$ cat src/vtl_pkg.sv
// ======================================
// laser 500 video chip shared definitions
// ======================================
package vtl_pkg;

	// horizontal raster, in pixel clocks
	localparam int H_SYNC_W  = 66;
	localparam int H_BACK    = 78;
	localparam int H_VISIBLE = 798;
	localparam int H_FRONT   = 10;   // unused time before hsync
	localparam int H_TOTAL   = H_SYNC_W + H_BACK + H_VISIBLE + H_FRONT;  // 952

	// vertical raster, in lines
	localparam int V_TOTAL       = 312;
	localparam int V_SYNC_LINES  = 4;
	localparam int V_BLANK_LINES = 2;
	localparam int TOP_BORDER    = 64;
	localparam int ACTIVE_LINES  = 192;

	// horizontal active window
	localparam int LEFT_BORDER  = 72;
	localparam int ACTIVE_W     = 640;
	localparam int H_VIS_START  = H_SYNC_W + H_BACK;          // first visible clock
	localparam int H_ACT_START  = H_VIS_START + LEFT_BORDER;  // 216, multiple of 8

	localparam int CNT_W    = 10;
	localparam int SDRAM_AW = 25;
	localparam int VRAM_AW  = 14;  // 16K video page
	localparam int BANK_W   = 4;

	typedef logic [3:0] color_t;

	typedef enum logic [1:0] {
		GR5,         // 640x192, 1 bpp
		GR3,         // 160x192, 4 bpp
		UNSUPPORTED  // text and other gr modes, shown as border
	} vdc_mode_e;

	// phase within an 8 clock group, value is hcnt[2:0]
	typedef enum logic [2:0] {
		VIDEO_ADDR   = 3'd7,  // video address on the bus
		VIDEO_DATA   = 3'd0,  // video byte returned, cpu beat A
		CPU_ADDR_A   = 3'd1,
		CPU_SAMPLE_A = 3'd2,
		CPU_BEAT_B   = 3'd4,
		CPU_ADDR_B   = 3'd5,
		CPU_SAMPLE_B = 3'd6,
		REFRESH      = 3'd3   // read strobe off
	} slot_e;

	// 4 bits each of red, green, blue
	localparam logic [11:0] PALETTE [16] = '{
		12'h000, 12'h00f, 12'h0a0, 12'h08a,  // black blue green cyan
		12'hf00, 12'h808, 12'h790, 12'h888,  // red magenta yellow grey
		12'h666, 12'h66f, 12'h6f6, 12'h6ff,  // dark grey, bright blue/green/cyan
		12'hf66, 12'hf6f, 12'hff6, 12'hfff   // bright red/magenta/yellow, white
	};

endpackage

$ cat src/io_registers.sv
// ======================================
// z80 i/o ports, banks and mapped i/o
// ======================================
`timescale 1ns/1ns

module io_registers import vtl_pkg::*; #(
	parameter logic [13:0] MAPPED_LO = 14'h2800,
	parameter logic [13:0] MAPPED_HI = 14'h2fff
) (
	input  logic              F14M,
	input  logic              RESET,
	input  logic              cpu_cycle,
	input  logic              IORQ_n,
	input  logic              MREQ_n,
	input  logic              WR_n,
	input  logic [15:0]       A,
	input  logic [7:0]        DO,
	output logic [BANK_W-1:0] bank,
	output logic              bank_is_ram,
	output logic              mapped_io,
	output color_t            border_color,
	output color_t            fg_color,
	output color_t            bg_color,
	output logic              gfx_enabled,
	output vdc_mode_e         mode,
	output logic              page_7,
	output logic              BUZZER,
	output logic              CASOUT
);

	logic [BANK_W-1:0] banks [4];  // one per 16K of cpu space
	logic              io_wr;
	logic              mio_wr;

	function automatic vdc_mode_e decode_mode(input logic [2:0] code);
		if (code[2:1] == 2'b00)
			return GR5;
		else if (code == 3'b011)
			return GR3;
		else
			return UNSUPPORTED;
	endfunction

	assign bank        = banks[A[15:14]];
	assign bank_is_ram = (bank >= 4'd4) && (bank <= 4'd7);
	assign mapped_io   = (bank == 4'd2) && (A[13:0] >= MAPPED_LO) && (A[13:0] <= MAPPED_HI);

	assign io_wr  = cpu_cycle && !IORQ_n && !WR_n;
	assign mio_wr = cpu_cycle && !MREQ_n && !WR_n && mapped_io;

	always_ff @(posedge F14M) begin
		if (RESET) begin
			for (int i = 0; i < 4; i++)
				banks[i] <= '0;
			border_color <= '0;
			fg_color     <= '0;
			bg_color     <= '0;
			mode         <= GR5;
			page_7       <= 1'b1;
			gfx_enabled  <= 1'b0;
			BUZZER       <= 1'b0;
			CASOUT       <= 1'b0;
		end else begin
			if (io_wr) begin
				case (A[7:0])
					8'h40, 8'h41, 8'h42, 8'h43: banks[A[1:0]] <= DO[3:0];
					8'h44: begin
						border_color <= DO[7:4];
						page_7       <= ~DO[3];   // 0 selects page 7
						mode         <= decode_mode(DO[2:0]);
					end
					8'h45: begin
						fg_color <= DO[7:4];
						bg_color <= DO[3:0];
					end
					default: ;  // other ports ignored
				endcase
			end
			if (mio_wr) begin
				gfx_enabled <= DO[3];
				CASOUT      <= DO[2];
				BUZZER      <= DO[0];
			end
		end
	end

endmodule

$ cat src/memory_slots.sv
// ======================================
// memory slot scheduler, video and cpu
// ======================================
`timescale 1ns/1ns

module memory_slots import vtl_pkg::*; (
	input  logic                F14M,
	input  logic                RESET,
	input  logic [CNT_W-1:0]    hcnt,
	input  logic                MREQ_n,
	input  logic                RD_n,
	input  logic                WR_n,
	input  logic                IORQ_n,
	input  logic [15:0]         A,
	input  logic [7:0]          DO,
	input  logic [6:0]          KD,
	input  logic                CASIN,
	output logic                CPUENA,
	output logic                WAIT_n,
	output logic [7:0]          DI,
	output logic                cpu_cycle,     // sampling phase, beat not skipped
	input  logic [BANK_W-1:0]   bank,
	input  logic                bank_is_ram,
	input  logic                mapped_io,
	input  logic [SDRAM_AW-1:0] video_addr,
	output logic [SDRAM_AW-1:0] sdram_addr,
	output logic [7:0]          sdram_din,
	output logic                sdram_wr,
	output logic                sdram_rd,
	input  logic [7:0]          sdram_dout
);

	slot_e               slot;
	slot_e               next_slot;
	logic                mreq;
	logic                mreq_old;
	logic                mreq_rise;
	logic                skip_beat;     // whole cpu beat suppressed
	logic                cpu_beat_next; // next clock is cpu phase 0
	logic                cpu_addr_next;
	logic                cpu_sample;
	logic [SDRAM_AW-1:0] cpu_addr;

	assign slot      = slot_e'(hcnt[2:0]);
	assign next_slot = slot_e'(hcnt[2:0] + 3'd1);  // 952 is a multiple of 8

	assign cpu_beat_next = (next_slot == VIDEO_DATA) || (next_slot == CPU_BEAT_B);
	assign cpu_addr_next = (next_slot == CPU_ADDR_A) || (next_slot == CPU_ADDR_B);
	assign cpu_sample    = (slot == CPU_SAMPLE_A) || (slot == CPU_SAMPLE_B);

	assign mreq      = ~MREQ_n;
	assign mreq_rise = mreq & ~mreq_old;
	assign cpu_cycle = cpu_sample & ~skip_beat;
	assign WAIT_n    = 1'b1;  // no wait states

	// bank selects a 16K block
	assign cpu_addr = {{(SDRAM_AW - BANK_W - 14){1'b0}}, bank, A[13:0]};

	always_ff @(posedge F14M) begin
		if (RESET) begin
			mreq_old  <= 1'b0;
			skip_beat <= 1'b0;
			CPUENA    <= 1'b0;
			sdram_rd  <= 1'b0;
			sdram_wr  <= 1'b0;
		end else begin
			// mreq edge checked once per beat, at cpu phase 3
			if (cpu_beat_next) begin
				mreq_old  <= mreq;
				skip_beat <= mreq_rise;
			end
			CPUENA   <= cpu_beat_next & ~mreq_rise;
			sdram_rd <= (next_slot != REFRESH);  // low for the refresh gap
			if (cpu_addr_next)
				sdram_wr <= mreq && !WR_n && !skip_beat && !mapped_io && bank_is_ram;
			else if (cpu_sample)
				sdram_wr <= 1'b0;  // write spans phases 1 and 2
		end
	end

	always_ff @(posedge F14M) begin
		if (next_slot == VIDEO_ADDR) begin
			sdram_addr <= video_addr;
		end else if (cpu_addr_next) begin
			sdram_addr <= cpu_addr;
			sdram_din  <= DO;
		end
		if (cpu_cycle && !RD_n) begin
			if (!IORQ_n)
				DI <= 8'hff;  // no readable i/o ports
			else if (mreq)
				DI <= mapped_io ? {CASIN, KD} : sdram_dout;
		end
	end

endmodule

$ cat src/pixel_generator.sv
// ======================================
// video fetch, pixel shifter and palette
// ======================================
`timescale 1ns/1ns

module pixel_generator import vtl_pkg::*; (
	input  logic                F14M,
	input  logic                RESET,
	input  logic [CNT_W-1:0]    hcnt,
	input  logic [7:0]          ycnt,
	input  logic                blank_area,
	input  logic                border_area,
	input  color_t              border_color,
	input  color_t              fg_color,
	input  color_t              bg_color,
	input  logic                gfx_enabled,
	input  vdc_mode_e           mode,
	input  logic                page_7,
	input  logic [7:0]          sdram_dout,
	output logic [SDRAM_AW-1:0] video_addr,
	output logic [5:0]          r,
	output logic [5:0]          g,
	output logic [5:0]          b
);

	slot_e              slot;
	logic [CNT_W-1:0]   xcnt;         // x inside the active window
	logic [CNT_W-1:0]   fetch_x;      // x of the byte being fetched
	logic [VRAM_AW-1:0] row_base;
	logic [VRAM_AW-1:0] vram_offset;
	logic [BANK_W-1:0]  video_page;
	logic [7:0]         fetched;      // byte from the video slot
	logic [7:0]         shifter;
	logic               show_gfx;
	logic               nibble_step;
	color_t             pixel;
	logic [11:0]        rgb;

	assign slot = slot_e'(hcnt[2:0]);
	assign xcnt = hcnt - CNT_W'(H_ACT_START);

	// address sampled at phase 6, byte shown two groups later
	assign fetch_x = xcnt + CNT_W'(16);

	// interleaved rows, y[7:6] * 80 folded into bits 7..4
	assign row_base    = {ycnt[2:0], ycnt[5:3], ycnt[7:6], ycnt[7:6], 4'b0000};
	assign vram_offset = row_base + VRAM_AW'(fetch_x[CNT_W-1:3]);
	assign video_page  = page_7 ? BANK_W'(7) : BANK_W'(3);
	assign video_addr  = {{(SDRAM_AW - BANK_W - VRAM_AW){1'b0}}, video_page, vram_offset};

	assign show_gfx    = !blank_area && !border_area && gfx_enabled && (mode != UNSUPPORTED);
	assign nibble_step = (xcnt[1:0] == 2'd0);  // gr3 pixel is 4 clocks wide

	always_ff @(posedge F14M) begin
		if (slot == VIDEO_DATA)
			fetched <= sdram_dout;
		// load at the byte boundary wins over the shift
		if (slot == VIDEO_ADDR)
			shifter <= fetched;
		else if (show_gfx && mode == GR5)
			shifter <= shifter >> 1;      // lsb first
		else if (show_gfx && mode == GR3 && nibble_step)
			shifter <= shifter >> 4;      // low nibble first
	end

	always_ff @(posedge F14M) begin
		if (RESET)
			pixel <= '0;
		else if (blank_area)
			pixel <= '0;
		else if (!show_gfx)
			pixel <= border_color;   // border, gfx off or unsupported mode
		else if (mode == GR5)
			pixel <= shifter[0] ? fg_color : bg_color;
		else if (nibble_step)
			pixel <= shifter[3:0];   // gr3 holds between steps
	end

	// 4 bit channels padded to 6
	assign rgb = PALETTE[pixel];
	assign r   = {rgb[11:8], 2'b00};
	assign g   = {rgb[7:4], 2'b00};
	assign b   = {rgb[3:0], 2'b00};

endmodule

$ cat src/raster_timing.sv
// ======================================
// crt raster counters, syncs and areas
// ======================================
`timescale 1ns/1ns

module raster_timing import vtl_pkg::*; (
	input  logic             F14M,
	input  logic             RESET,
	output logic [CNT_W-1:0] hcnt,         // pixel within line
	output logic [CNT_W-1:0] vcnt,         // line within frame
	output logic [7:0]       ycnt,         // line within active area
	output logic             hsync,
	output logic             vsync,
	output logic             blank_area,
	output logic             border_area
);

	logic line_end;
	logic frame_end;

	assign line_end  = (hcnt == CNT_W'(H_TOTAL - 1));
	assign frame_end = (vcnt == CNT_W'(V_TOTAL - 1));

	always_ff @(posedge F14M) begin
		if (RESET) begin
			hcnt <= '0;
			vcnt <= '0;
			ycnt <= '0;
		end else if (line_end) begin
			hcnt <= '0;
			vcnt <= frame_end ? '0 : vcnt + 1'b1;
			// restart so the first active line is 0
			if (vcnt == CNT_W'(TOP_BORDER - 1))
				ycnt <= '0;
			else
				ycnt <= ycnt + 1'b1;
		end else begin
			hcnt <= hcnt + 1'b1;
		end
	end

	// negative syncs
	assign hsync = !(hcnt < CNT_W'(H_SYNC_W));
	assign vsync = !(vcnt < CNT_W'(V_SYNC_LINES));

	assign blank_area = (hcnt < CNT_W'(H_VIS_START))
		|| (hcnt >= CNT_W'(H_VIS_START + H_VISIBLE))
		|| (vcnt < CNT_W'(V_BLANK_LINES));

	// everything outside the 640x192 window
	assign border_area = (vcnt < CNT_W'(TOP_BORDER))
		|| (vcnt >= CNT_W'(TOP_BORDER + ACTIVE_LINES))
		|| (hcnt < CNT_W'(H_ACT_START))
		|| (hcnt >= CNT_W'(H_ACT_START + ACTIVE_W));

endmodule

$ cat src/vtl_video_chip.sv
// ======================================
// laser 500 video and bus chip
// ======================================
`timescale 1ns/1ns

module vtl_video_chip import vtl_pkg::*; #(
	parameter logic [13:0] MAPPED_LO = 14'h2800,  // mapped i/o window in bank 2
	parameter logic [13:0] MAPPED_HI = 14'h2fff
) (
	input  logic                F14M,
	input  logic                RESET,
	input  logic                MREQ_n,
	input  logic                IORQ_n,
	input  logic                RD_n,
	input  logic                WR_n,
	input  logic [15:0]         A,
	input  logic [7:0]          DO,
	input  logic [6:0]          KD,       // keyboard rows
	input  logic                CASIN,
	output logic                CPUENA,
	output logic                WAIT_n,
	output logic [7:0]          DI,
	output logic [SDRAM_AW-1:0] sdram_addr,
	input  logic [7:0]          sdram_dout,
	output logic [7:0]          sdram_din,
	output logic                sdram_wr,
	output logic                sdram_rd,
	output logic                hsync,
	output logic                vsync,
	output logic [5:0]          r,
	output logic [5:0]          g,
	output logic [5:0]          b,
	output logic                BUZZER,
	output logic                CASOUT
);

	logic [CNT_W-1:0]    hcnt;
	logic [7:0]          ycnt;
	logic                blank_area;
	logic                border_area;
	logic [BANK_W-1:0]   bank;
	logic                bank_is_ram;
	logic                mapped_io;
	logic                cpu_cycle;
	color_t              border_color;
	color_t              fg_color;
	color_t              bg_color;
	logic                gfx_enabled;
	vdc_mode_e           mode;
	logic                page_7;
	logic [SDRAM_AW-1:0] video_addr;

	// connections are by matching names
	raster_timing i_raster (.vcnt(), .*);

	io_registers #(
		.MAPPED_LO(MAPPED_LO),
		.MAPPED_HI(MAPPED_HI)
	) i_io (.*);

	memory_slots i_slots (.*);

	pixel_generator i_pixels (.*);

endmodule

$ cat config.mk
export PLATFORM = sky130hd
export DESIGN_NAME = vtl_video_chip
export DESIGN_NICKNAME = d
export VERILOG_FILES = /design/src/vtl_pkg.sv /design/src/io_registers.sv /design/src/memory_slots.sv /design/src/pixel_generator.sv /design/src/raster_timing.sv /design/src/vtl_video_chip.sv
export SDC_FILE = /design/constraint.sdc
export NUM_CORES = 1
export LEC_CHECK = 0
export BUFFER_PORTS_ARGS = -buffer_cell sky130_fd_sc_hd__buf_2
export CAP_MARGIN = 20
export CELL_PAD_IN_SITES_DETAIL_PLACEMENT = 0
export CELL_PAD_IN_SITES_GLOBAL_PLACEMENT = 2
export CORE_ASPECT_RATIO = 0.75
export CORE_UTILIZATION = 32
export CTS_CLUSTER_DIAMETER = 100
export CTS_CLUSTER_SIZE = 40
export DETAILED_ROUTE_END_ITERATION = 10
export PLACE_DENSITY_LB_ADDON = 0.1
export SKIP_CTS_REPAIR_TIMING = 1
export SYNTH_ARGS = -nofsm -noshare
export SYNTH_HDL_FRONTEND = slang
export SYNTH_SLANG_ARGS = --single-unit
$ cat constraint.sdc
create_clock -name F14M -period 3.1 [get_ports F14M]
set_input_delay 0.62 -clock F14M [delete_from_list [all_inputs] [get_ports F14M]]
set_output_delay 0.62 -clock F14M [all_outputs]
set_load 0.005 [all_outputs]
# After elaboration in Yosys (flattened, before gate mapping)
# Memory sizes are Yosys's and may differ from the RTL's.
# Cells that the tools add are included.
[op_classes] muxes=29 order_cmp=14 shift=0 div_mod_pow=0 reduce_logical=53 mul=0 add_sub_neg=7 eq_ne=23 bitwise=10
[ops] op="$eq A8 B7 Y1 const B" n=6
[ops] op="$mux W8" n=6
[ops] op="$mux W18" n=2
[ops] op="$mux W12" n=2
[ops] op="$add A10 B1 Y10 const B" n=2
[ops] op="$ge A10 B10 Y1 const B" n=2
[ops] op="$lt A10 B7 Y1 const B" n=2
[ops] op="$lt A10 B8 Y1 const B" n=2
[ops] op="$mux W4" n=5
[ops] op="$logic_and A1 B1 Y1" n=19
[ops] op="$eq A3 B3 Y1 const B" n=5
[ops] op="$add A14 B7 Y14" n=1
[ops] op="$ge A14 B14 Y1 const B" n=1
[ops] op="$le A14 B14 Y1 const B" n=1
[ops] op="$add A10 B5 Y10 const B" n=1
[ops] op="$eq A10 B10 Y1 const B" n=1
[ops] op="$eq A10 B6 Y1 const B" n=1
[ops] op="$eq A10 B9 Y1 const B" n=1
[ops] op="$ge A10 B9 Y1 const B" n=1
[ops] op="$logic_not A1 Y1" n=10
[ops] op="$lt A10 B2 Y1 const B" n=1
[ops] op="$lt A10 B3 Y1 const B" n=1
[ops] op="$mux W10" n=1
[ops] op="$sub A10 B8 Y10 const B" n=1
[ops] op="26 further kinds" n=61
[totals] mem_bits_rw=16 n_memories=2 elab_cells=160 out_inout_bits=67 inputBits=46 regBits=105 rom_bits=192 latchBits=0
[memory_table] name="(name not given)" words=16 word_bits=12 rd=1 rd_clocked_by_memory_dff=0 wr=0 line_no="pixel_generator.sv:80" source="assign rgb = PALETTE[pixel];"
[memory_table] name="i_io.banks" words=4 word_bits=4 rd=1 rd_clocked_by_memory_dff=0 wr=4 line_no="io_registers.sv:31" source="logic [BANK_W-1:0] banks [4];"

# Logic depth before layout (Yosys ltp)
[depth] ltp_word=13 mapped_depth=15

# By module
# Synthesis repeated with hierarchy kept, for this count alone.
[hier_totals] hier_cells=594 area_unflattened_um2=6457.4
[by_module_without_submodules] module="memory_slots" n_inst=1 cells_each=114 area_per_inst_um2=1938.1 seq_area_each_um2=1331.3
[by_module_without_submodules] module="pixel_generator" n_inst=1 cells_each=174 area_per_inst_um2=1597.8 seq_area_each_um2=560.5
[by_module_without_submodules] module="io_registers" n_inst=1 cells_each=128 area_per_inst_um2=1461.4 seq_area_each_um2=840.8
[by_module_without_submodules] module="raster_timing" n_inst=1 cells_each=178 area_per_inst_um2=1460.2 seq_area_each_um2=560.5

# Least setup slack after synthesis
# Ideal clock, no wire load.
[synth_path] kind="register to register" from="register i_raster.hcnt[4]" to="register i_slots.sdram_addr[13] (data pin)" stages_incl_launch_ff=16 t_arrival_ns=2.754 setup_time_ns=0.267 path_slack_ns=0.078 synth_period_minus_slack_ns=3.022 t_required_ns=2.833 path_cell_list="dfxtp_1 -> ha_1 -> clkbuf_1 -> xnor2_1 -> ha_1 -> nand2_1 -> o32ai_1 -> nand2_1 -> o21ai_0 -> xnor2_1 -> ha_1 -> a21o_1 -> a21oi_1 -> nor3_1 -> xnor2_1 -> o21ai_0"
[synth_between] elab_chain_cells=4
[synth_lines] item="start, declared" line_no="raster_timing.sv:9" source="output logic [CNT_W-1:0] hcnt,"
[synth_lines] item="start signal, assigned" line_no="raster_timing.sv:38" source="hcnt <= hcnt + 1'b1;"
[synth_lines] item="$sub A10 B8 Y10" line_no="pixel_generator.sv:40" source="assign xcnt = hcnt - CNT_W'(H_ACT_START);"
[synth_lines] item="$add A10 B5 Y10" line_no="pixel_generator.sv:43" source="assign fetch_x = xcnt + CNT_W'(16);"
[synth_lines] item="$add A14 B7 Y14" line_no="pixel_generator.sv:47" source="assign vram_offset = row_base + VRAM_AW'(fetch_x[CNT_W-1:3]);"
[synth_lines] item="$mux W18" line_no="memory_slots.sv:82" source="if (next_slot == VIDEO_ADDR) begin"
[synth_lines] item="end signal, assigned" line_no="memory_slots.sv:83" source="sdram_addr <= video_addr;"
[synth_lines] item="end signal, assigned" line_no="memory_slots.sv:85" source="sdram_addr <= cpu_addr;"
[synth_lines] item="end, declared" line_no="memory_slots.sv:26" source="output logic [SDRAM_AW-1:0] sdram_addr,"
# Every way passes these cells.
# A chain may end at the register's enable or synchronous reset.

# Worst setup path in the final report
[layout_path] from="register i_raster.hcnt[3]" to="register i_slots.sdram_addr[12] (data pin)"
# Same word-level chain as after synthesis.

==> results.sh <==
export IMPL_grt_first_pass_wirelength_microns=23200
export IMPL_timing_final_crit_period_ns=2.89
export IMPL_synth_area_top_cells="edfxtp_1 (34%), dfxtp_1 (19%), mux2i_1 (4.8%)"
export IMPL_finalSetupViolations=0
export IMPL_global_routing_usage_summed_across_all_routing_layers_pct=16.4
export IMPL_synth_enable_flop_cells=66
export IMPL_antenna_found_initial=0
export IMPL_arrival_ns=3.05
export IMPL_skew_ns=0.00679
export IMPL_detail_route_vias_per_cell=4.73
export IMPL_globalRouteMet2Util_pct=23.3
export IMPL_drt_drc_violations_left=0
export IMPL_root_buffer="clkbuf_16"
export IMPL_max_freq_mhz=346
export IMPL_r2r_start="i_raster.hcnt[3]$_SDFF_PP0_"
export IMPL_synth_top_area_share_pct=33.7
export IMPL_nets=734
export IMPL_ys_seq_elements=121
export IMPL_drt_iter0_markers=204
export IMPL_cp_data_required_time_ns=3.26
export IMPL_critical_path_class="reg2reg"
export IMPL_setup_worst_path_start_class="flip-flop"
export IMPL_run_status="finished clean"
export IMPL_total_grt_overflow=0
export IMPL_post_dp_hpwl_microns=11100
export IMPL_drt_wl_total_microns=14800
export IMPL_synthesis_area_sq_um=5880
export IMPL_critical_path_reg2reg_endpoint="i_slots.sdram_addr[12]$_DFFE_PP_"
export IMPL_worstHoldEndpoint="i_pixels.fetched[1]$_DFFE_PN_"
export IMPL_synthesized_instance_count=572
export IMPL_timing_hold_worst_start="sdram_dout[1]"
export IMPL_number_of_global_route_vias_before_repair=4237
export IMPL_wl_per_cell_microns=15.9
export IMPL_vias=4388
export IMPL_final_core_util_pct=40.7
export IMPL_groute_layer_met3_usage_pct=4.26
export IMPL_synth_commonest_cells="nand2_1 (72), nor2_1 (72), edfxtp_1 (66), dfxtp_1 (55), mux2i_1 (28)"
export IMPL_worst_slew_pin_transition_ns=0.741
export IMPL_placementRows=42
export IMPL_final_antenna_net_count=0
export IMPL_final_instance_count_excl_fillers=928
export IMPL_gp_weighted_congestion=0.817
export IMPL_power_density_nw_per_um2=562
export IMPL_min_delay_path_depth=1
export IMPL_cts_tree="yes"
export IMPL_finalSetupTns_ns=0
export IMPL_insertion_delay_ns=0.41
export IMPL_asyncSetResetFlopFracSynth_pct=0
export IMPL_finalHoldViolations=0
export IMPL_synth_seq_area_share_pct=52.4
export IMPL_area_delta_synth_final_pct=23.3
export IMPL_die_h_microns=119
export IMPL_placed_cells_incl_taps=896
export IMPL_static_leakage_power_nw=2.90
export IMPL_clock_sinks=121
export IMPL_final_max_slew_viol_count=0
export IMPL_crit_fanout=6
export IMPL_fraction_of_layout_instances_using_a_drive_strength_above_1_pct=24.8
export IMPL_rsz_0062_raised_after_global_routing="false"
export IMPL_reg2reg_depth=13
export IMPL_grt_use_met1_pct=23.9
export IMPL_max_cap_violations=0
export IMPL_clkTransAtPathRegs_ns=0.06
export IMPL_detailedRoute_firstPassIterationCount=4
export IMPL_grt_start_max_net_pins=29
export IMPL_final_clock_period_utilization_by_the_worst_path_pct=93.3
export IMPL_synth_area_leader_cell="edfxtp_1"
export IMPL_postSynth_topFlopCell="edfxtp_1"
export IMPL_maxSlewHeadroom_pct=50.1
export IMPL_synth_cell_type_count=62
export IMPL_hp_class="in2reg"
export IMPL_grt_most_used_layer="met1"
export IMPL_reg2reg_slack_ns=0.21
export IMPL_number_of_buffers_on_the_longest_clock_path=2
export IMPL_yosys_warnings=0
export IMPL_element_type_at_the_critical_path_end="flip-flop"
export IMPL_synth_avg_cell_area_sq_um=10.3
export IMPL_initial_cell_density_of_the_core_pct=33.0
export IMPL_die_w_microns=159
export IMPL_numCtsBuffers=17
export IMPL_diodes=0
export IMPL_vdd_ir_drop_worst_mv=0.282
export IMPL_design_die_area_sq_um=18900
export IMPL_floorplan_core_area_sq_um=17800
export IMPL_ioPinCount=113
export IMPL_depth_of_the_cts_h_tree=4
export IMPL_numPortBuffers=98
cell families after synthesis:
logic type	after synthesis	share of synthesized area [%]
AO/OA/AOI/OAI	79	8.57
XOR/XNOR	33	4.91
multiplexers	36	7.06
adder cells (fa/ha/maj)	15	3.32
flip-flops	121	52.4
buffers and inverters	55	4.87
AND/OR/NAND/NOR	231	18.7
other	2	0.128
flip-flops by register name, indices dropped and copies added (netlist names):
signal              flops
i_pixels.pixel          4
i_io.bg_color           4
i_slots.CPUENA          1
i_slots.DI              8
i_pixels.fetched        8
i_io.mode               2
i_slots.sdram_addr     18
i_slots.sdram_rd        1
i_slots.mreq_old        1
i_io.fg_color           4
i_raster.vcnt          10
i_slots.sdram_wr        1
i_io.gfx_enabled        1
i_raster.ycnt           8
i_slots.skip_beat       1
i_io.banks             16
i_raster.hcnt          10
i_io.CASOUT             1
i_pixels.shifter        8
i_io.border_color       4
i_io.BUZZER             1
i_slots.sdram_din       8
i_io.page_7             1
per-layer routing:
| layer | routed length, microns | share of wire (%) |
|---|---|---|
| met3 | 487 | 3.3 |
| met5 | 0 | 0 |
| met4 | 170 | 1.2 |
| met1 | 7650 | 52 |
| met2 | 6450 | 44 |
power breakdown:
group,switching [mW],internal [mW]
logic,0.141,0.0883
clock network,0.717,1.33
registers,0.0258,1.77
worst max path at each step:
stage | start | endpoint | depth (start not counted)
after floorplan | i_raster.hcnt[4]$_SDFF_PP0_ | i_slots.sdram_addr[13]$_DFFE_PP_ | 15
after global placement | i_raster.hcnt[4]$_SDFF_PP0_ | i_slots.sdram_addr[13]$_DFFE_PP_ | 15
after detailed placement | i_raster.hcnt[4]$_SDFF_PP0_ | i_slots.sdram_addr[13]$_DFFE_PP_ | 15
after CTS | i_raster.hcnt[4]$_SDFF_PP0_ | i_slots.sdram_addr[13]$_DFFE_PP_ | 15
after global routing | i_raster.hcnt[3]$_SDFF_PP0_ | i_slots.sdram_addr[12]$_DFFE_PP_ | 13
final | i_raster.hcnt[3]$_SDFF_PP0_ | i_slots.sdram_addr[12]$_DFFE_PP_ | 13
placed cells by master, fill, tap and decap left out, types with 6 or more instances in the layout:
cell type | netlist | final
ha_1 | 14 | 13
o21ai_0 | 26 | 25
nand3_1 | 9 | 9
nand2_1 | 72 | 72
nor3_1 | 11 | 11
inv_1 | 14 | 13
nand2b_1 | 8 | 8
a21oi_1 | 18 | 16
buf_4 | 18 | 12
xor2_1 | 12 | 12
clkbuf_16 | 0 | 17
buf_2 | 4 | 98
xnor2_1 | 21 | 19
nor4_1 | 6 | 6
nor2_1 | 72 | 71
mux2i_1 | 28 | 28
conb_1 | 2 | 14
nor3b_1 | 6 | 6
dfxtp_1 | 55 | 54
edfxtp_1 | 66 | 66
nand4_1 | 13 | 13
final cells by class:
cell class              count  area [sq um]
multi-input cells         408          2620
flip-flops and latches    121          3080
repair buffers            110           581
fillers                  1743         10600
clock buffers              18           429
clock inverters            14           180
well taps                 242           303
inverters                  15          56.3
stage by stage:
stage	cell area, sq um	power (mW)	hold slack, ns	setup WS, ns
final	7250	4.07	0.398	0.207
after detailed placement	6580	2.06	0.454	-0.101
after global placement	6580	2.06	0.453	0.0150
after global routing	7250	4.22	0.384	0.0135
after CTS	7190	4.13	0.378	-0.120
after floorplan	5930	1.94	0.432	0.0784
critical path: stages (launching register included):
cell	delay, ns
dfxtp_1	0.34
ha_1	0.25
buf_4	0.17
nor3_1	0.13
mux2i_1	0.09
o221ai_1	0.29
a21oi_1	0.13
xor2_1	0.17
ha_1	0.40
a21oi_2	0.09
nor2b_2	0.18
nand4_1	0.13
xor2_1	0.18
o21ai_0	0.09
Power figures use the tool's default switching activity.
